**src/source/mbank_pkg.sv**
```systemverilog
package mbank_pkg;

  // basic widths
  localparam int BYTE_W      = 8;
  localparam int HOST_DATA_W = 32;  // host word
  localparam int BANK_DATA_W = 16;  // one bank word = one lane

  // lanes per host word, stored lsb to msb
  localparam int LANES = HOST_DATA_W / BANK_DATA_W;

  // byte strobes
  localparam int HOST_STRB_W = HOST_DATA_W / BYTE_W;
  localparam int BANK_STRB_W = BANK_DATA_W / BYTE_W;

  // bank array geometry
  localparam int BANK_COUNT = 4;
  localparam int BANK_SEL_W = $clog2(BANK_COUNT);   // bank number width
  localparam int BANK_DEPTH = 256;                  // rows per bank
  localparam int BANK_ADDR_W = $clog2(BANK_DEPTH);  // row address width

  // host words visible through the port
  localparam int HOST_DEPTH  = BANK_COUNT * BANK_DEPTH / LANES;
  localparam int HOST_ADDR_W = $clog2(HOST_DEPTH);

  // host side request, one cycle strobes
  typedef struct packed {
    logic                   rden;    // read strobe
    logic                   wren;    // write strobe
    logic [HOST_STRB_W-1:0] wrstrb;  // byte enables
    logic [HOST_ADDR_W-1:0] addr;    // word address
    logic [HOST_DATA_W-1:0] din;     // write data
  } host_req_t;

  // per bank request, produced by the translator
  typedef struct packed {
    logic                   rden;
    logic                   wren;
    logic [BANK_STRB_W-1:0] wrstrb;
    logic [BANK_ADDR_W-1:0] addr;    // row
    logic [BANK_DATA_W-1:0] din;
  } bank_req_t;

endpackage
```
**src/source/bram_bank.sv**
```systemverilog
`timescale 1ns/1ps

// single bank, byte writable, read data comes out RD_LATENCY edges after the strobe
module bram_bank #(
  parameter int RD_LATENCY = 1
) (
  input  logic                              clk,
  input  logic                              rst_i,
  input  mbank_pkg::bank_req_t              req_i,
  output logic [mbank_pkg::BANK_DATA_W-1:0] rdata_o,
  output logic                              dack_o
);

  localparam int DW = mbank_pkg::BANK_DATA_W;
  localparam int BW = mbank_pkg::BYTE_W;

  // storage, no reset on contents
  logic [DW-1:0] mem [mbank_pkg::BANK_DEPTH];

  // read path, stage 0 is the array output register
  logic [DW-1:0]         rd_pipe  [RD_LATENCY];
  logic [RD_LATENCY-1:0] vld_pipe;  // one bit per stage, tracks reads in flight

  // byte masked write
  always_ff @(posedge clk) begin
    if (req_i.wren) begin
      for (int k = 0; k < mbank_pkg::BANK_STRB_W; k++) begin
        if (req_i.wrstrb[k]) begin
          mem[req_i.addr][k*BW +: BW] <= req_i.din[k*BW +: BW];  // only strobed bytes
        end
      end
    end
  end

  // data pipeline, payload only
  always_ff @(posedge clk) begin
    if (req_i.rden) begin
      rd_pipe[0] <= mem[req_i.addr];  // old data if a write hits the same edge
    end
    for (int s = 1; s < RD_LATENCY; s++) begin
      rd_pipe[s] <= rd_pipe[s-1];  // extra latency stages
    end
  end

  // valid pipeline runs alongside the data
  always_ff @(posedge clk) begin
    if (rst_i) begin
      vld_pipe <= '0;
    end else begin
      vld_pipe[0] <= req_i.rden;
      for (int s = 1; s < RD_LATENCY; s++) begin
        vld_pipe[s] <= vld_pipe[s-1];
      end
    end
  end

  // outputs from the last stage
  assign rdata_o = rd_pipe[RD_LATENCY-1];
  assign dack_o  = vld_pipe[RD_LATENCY-1];  // one pulse per read

endmodule

```
**config.mk**
```make
export PLATFORM = sky130hd
export DESIGN_NAME = bram_bank
export DESIGN_NICKNAME = d
export VERILOG_FILES = /design/src/source/mbank_pkg.sv /design/src/source/bram_bank.sv
export SDC_FILE = /design/constraint.sdc
export NUM_CORES = 2
export LEC_CHECK = 0
export BUFFER_PORTS_ARGS = -buffer_cell sky130_fd_sc_hd__buf_4
export CELL_PAD_IN_SITES_DETAIL_PLACEMENT = 2
export CELL_PAD_IN_SITES_GLOBAL_PLACEMENT = 2
export CORE_AREA = 2 2 587 589
export CTS_CLUSTER_DIAMETER = 80
export DETAILED_ROUTE_END_ITERATION = 10
export DIE_AREA = 0 0 589 591
export PLACE_DENSITY_LB_ADDON = 0.1
export RECOVER_POWER = 50
export SLEW_MARGIN = 20
export SYNTH_ARGS = -nofsm -noshare
export SYNTH_HDL_FRONTEND = slang
export SYNTH_MEMORY_MAX_BITS = 65536
export SYNTH_SLANG_ARGS = --single-unit
```
**constraint.sdc**
```tcl
create_clock -name clk -period 2.75 [get_ports clk]
set_input_delay 0.55 -clock clk [delete_from_list [all_inputs] [get_ports clk]]
set_output_delay 0.55 -clock clk [all_outputs]
set_load 0.03 [all_outputs]
```
---- Word-level counts from Yosys, hierarchy flattened ----
Memories as Yosys holds them, arrays and structs flattened.
Cells that the tools add are included.
storage, ports and cells
  word-level logic and storage cells ...... 11
  bits in read-only memories .............. 0
  bits of input ports ..................... 30
  memories kept ........................... 2
  memory bits (writable) .................. 4,112
  register bits after elaboration ......... 1
  bits in latches ......................... 0
  output and inout port bits .............. 17
cells by class
  divide/modulo/power cells ............... 0
  reduce and logical (&&, ||, !) cells .... 0
  $add $sub $neg .......................... 0
  shift operators ......................... 0
  $lt $le $gt $ge ......................... 0
  multipliers ............................. 0
  bitwise operators ....................... 0
  muxes and demuxes ....................... 8
  eq/ne operators ......................... 0
memory list
  memory   depth  bits a word  read ports  clocked after memory_dff  write ports  RTL line         RTL
  mem      256    16           1           0                         1            bram_bank.sv:18  logic [DW-1:0] mem [mbank_pkg::BANK_DEPTH];
  rd_pipe  1      16           1           0                         1            bram_bank.sv:21  logic [DW-1:0] rd_pipe [RD_LATENCY];
operators by type and width
  cell     count
  $mux W1  8

---- Longest topological paths before layout ----
  word-level depth ........................ 3
  gate-level depth with buffers ........... 9
  gate-level depth less buffers ........... 5

---- Worst setup path before layout ----
Ideal clock, no wire load.
  path type ............................... input -> register
  start ................................... in req_i[17] in the netlist's numbering
  end ..................................... mem mem[176][10] in the netlist's numbering, enable pin
  buffers on the path ..................... 5
  library setup time ...................... 0.370 ns
  data arrival time ....................... 2.395 ns
  path slack .............................. -0.016 ns
  stages .................................. 8
  data required time ...................... 2.380 ns
  cells stage by stage .................... buf_2 -> buf_2 -> buf_2 -> buf_1 -> nor2_1 -> nand3_1 -> buf_2 -> nor2_1
RTL lines
  item             RTL line         RTL
  start, declared  bram_bank.sv:9   input mbank_pkg::bank_req_t req_i,
  end, declared    bram_bank.sv:18
No word-level cell before the write port.

---- Worst setup path in the final report ----
  start ................................... in req_i[16] in the netlist's numbering
  end ..................................... mem rd_pipe[0][4] in the netlist's numbering (data pin)
on the way
  longest elaborated chain between the ends .. 1
RTL lines
  item              RTL line
  $mem_v2 Z256 W16  n/a
  end, declared     bram_bank.sv:21
Every way passes these cells.

==> flow_summary.json <==
{
  "fin_hold_ws_ns": 0.2799,
  "cts_max_level": 5,
  "worst_slack_ns": -0.08199,
  "crit_required_ns": 3.48,
  "grt_pass1_vias": 90855,
  "clockBufferDepth": 4,
  "slew_violations": 956,
  "drt_iter0_drc": 9119,
  "critical_path_class": "input pin to flip-flop",
  "status": "finished, violations left",
  "die_height_um": 591,
  "cap_violations": 17,
  "cp_max_fo": 19,
  "critPathArrivalTime_ns": 3.56,
  "setup_violations": 3,
  "cts_buffers": 432,
  "final_common_cell": "edfxtp_1",
  "drtAntennaViolNets": 0,
  "ys_types": 21,
  "leakagePower_nw": 60.28,
  "hp-class": "input pin to flip-flop",
  "cts_tree": "built",
  "min_period_ns": 2.832,
  "antenna_found_initial": 19,
  "cp-end-kind": "flip-flop",
  "power.density_nw_per_um2": 721.6,
  "rows": 215,
  "synth_warnings": 0,
  "io_pins": 47,
  "violations": "max-capacitance violations, max-slew violations, negative setup slack",
  "root_buffer": "clkbuf_16",
  "clock-sinks": 4113,
  "yosysSeqAreaShare_pct": 78.72,
  "worst_clock_skew_ns": 0.07194,
  "wl_per_cell_um": 39.45,
  "grt_pass1_wl_um": 742500,
  "fin_util_pct": 54.97,
  "drt_wl_total_um": 527200,
  "drive_above_1_share_pct": 35.30,
  "gp_congestion": 0.7952,
  "gr-usage-all-layers_pct": 30.30,
  "dp.final_hpwl_um": 328200,
  "slew_headroom_pct": -61.11,
  "area.growth.synth_to_final_pct": 19.81,
  "worst_setup_path_start_kind": "input pin",
  "start_util_pct": 45.89,
  "grt-ovfl-total": 0,
  "synth-seq-cells": 4113,
  "vias": 83509,
  "tightest_slew_ns": 2.417,
  "core_area_sq_um": 341900,
  "fin_crit_sh_pct": 103.0,
  "viasPerCell": 6.249,
  "io_buffers": 46,
  "grt_setup_unrepaired": "no",
  "peakVddDrop_v": 0.0006968,
  "die-width_um": 589,
  "clock_latency_ns": 1.02,
  "fp.dieArea_sq_um": 348100,
  "dr.pass1.iters": 5,
  "syn_area_sq_um": 156900,
  "syn-num-nets": 7068,
  "syn_inst": 7038,
  "grt_max_degree": 110,
  "nets": 8471,
  "final-hold-violation-count": 0,
  "drc_errors": 0,
  "fmax_mhz": 353.1,
  "layout_common_cells": "4112 x edfxtp_1, 1128 x buf_4, 1024 x mux4_2, 514 x nor2_1, 503 x a22oi_1",
  "postSynthAreaPerCell_sq_um": 22.29,
  "path_clk_slew_ns": 0.07
}
## synth_stat cells (all sizes together)
cell type | number | share of area [%]
a21oi | 256 | 0.82
nor2 | 516 | 1.2
and2 | 4 | 0.016
mux4 | 1024 | 15
a22oi | 512 | 2.4
dfxtp | 1 | 0.013
nand3 | 32 | 0.10
edfxtp | 4112 | 79
nand2 | 25 | 0.060
nand4 | 24 | 0.096
o41ai | 64 | 0.41
nand2b | 2 | 0.0080
buf | 175 | 0.68
or2 | 1 | 0.0040
nor2b | 9 | 0.036
clkbuf | 281 | 0.67
## per-stage QoR
step           TNS (ns)  cell area [sq um]  power, W  setup WS [ns]  instances
6_report        -0.1588             188000    0.1356       -0.08199      13363
5_1_grt               0             188000    0.1386       0.001573      13358
4_1_cts         -0.1335             188500    0.1366        -0.1118      13355
3_5_place_dp    -558.23             174200   0.07776         -1.432      12546
3_3_place_gp    -373.91             174100   0.07742         -1.747      12544
2_1_floorplan    -3.458             156900   0.07347       -0.01580       7038
## report_power, final
group	internal (W)	leakage [nW]	switching (W)
combinational	0.00270	16.6	0.00460
clock	0.0333	6.75	0.0258
sequential	0.0691	37.0	0.000127
total	0.105	60.3	0.0306
## critical path: stages
cell     delay [ns]
buf_16         0.14
buf_12         0.22
buf_12         0.22
buf_12         0.18
mux4_2         0.50
a22oi_1        0.34
a21oi_1        0.29
o41ai_4        0.82
nand4_1        0.21
## kinds of logic after synthesis
group	synth area share, %
muxes	14.70
AOI/OAI and AO/OA	3.672
and+or+nand+nor	1.556
DFF	78.72
buffers and inverters	1.353
## final timing paths
check	start	to	slack, ns	depth (start not counted)
worst max-delay path	req_i[16]	rd_pipe[0][4]	-0.08	9
worst min-delay path	rst_i	dack_o	0.28	3
worst max register to register	mem[199][11]	rd_pipe[0][11]	-0.06	6
worst min register to register	mem[67][11]	rd_pipe[0][11]	1.10	5
## routing by layer
metal	track usage [%]	part of all wire [%]
met4	11.60	4.4
met1	39.23	38
met3	3.872	5.7
met5	0	0.0082
met2	52.55	51
## flip-flops by register name (all words and copies together) (netlist names)
register,cells
dack_o,1
rd_pipe,16
mem,4096
## cell type report
class,count,area (sq um)
repair buffers,1425,13020
multi-input cells,2469,31860
clock inverters,284,2664
flip-flops and latches,4113,123500
clock buffers,507,11200
diodes,8,20.02
well taps,4557,5702
fillers,28305,153900
## repair_timing
| item | 4_1_cts | 5_1_grt |
|---|---|---|
| hold buffers | 15 | 0 |
| setup buffers | 3 | 0 |
| resized for setup | 29 | 1 |
| pin swaps | 6 | 3 |
| endpoints found under the setup margin | 12 | 1 |
| endpoints found under the hold margin | 280 | 0 |
(Power assumes the default switching activity.)
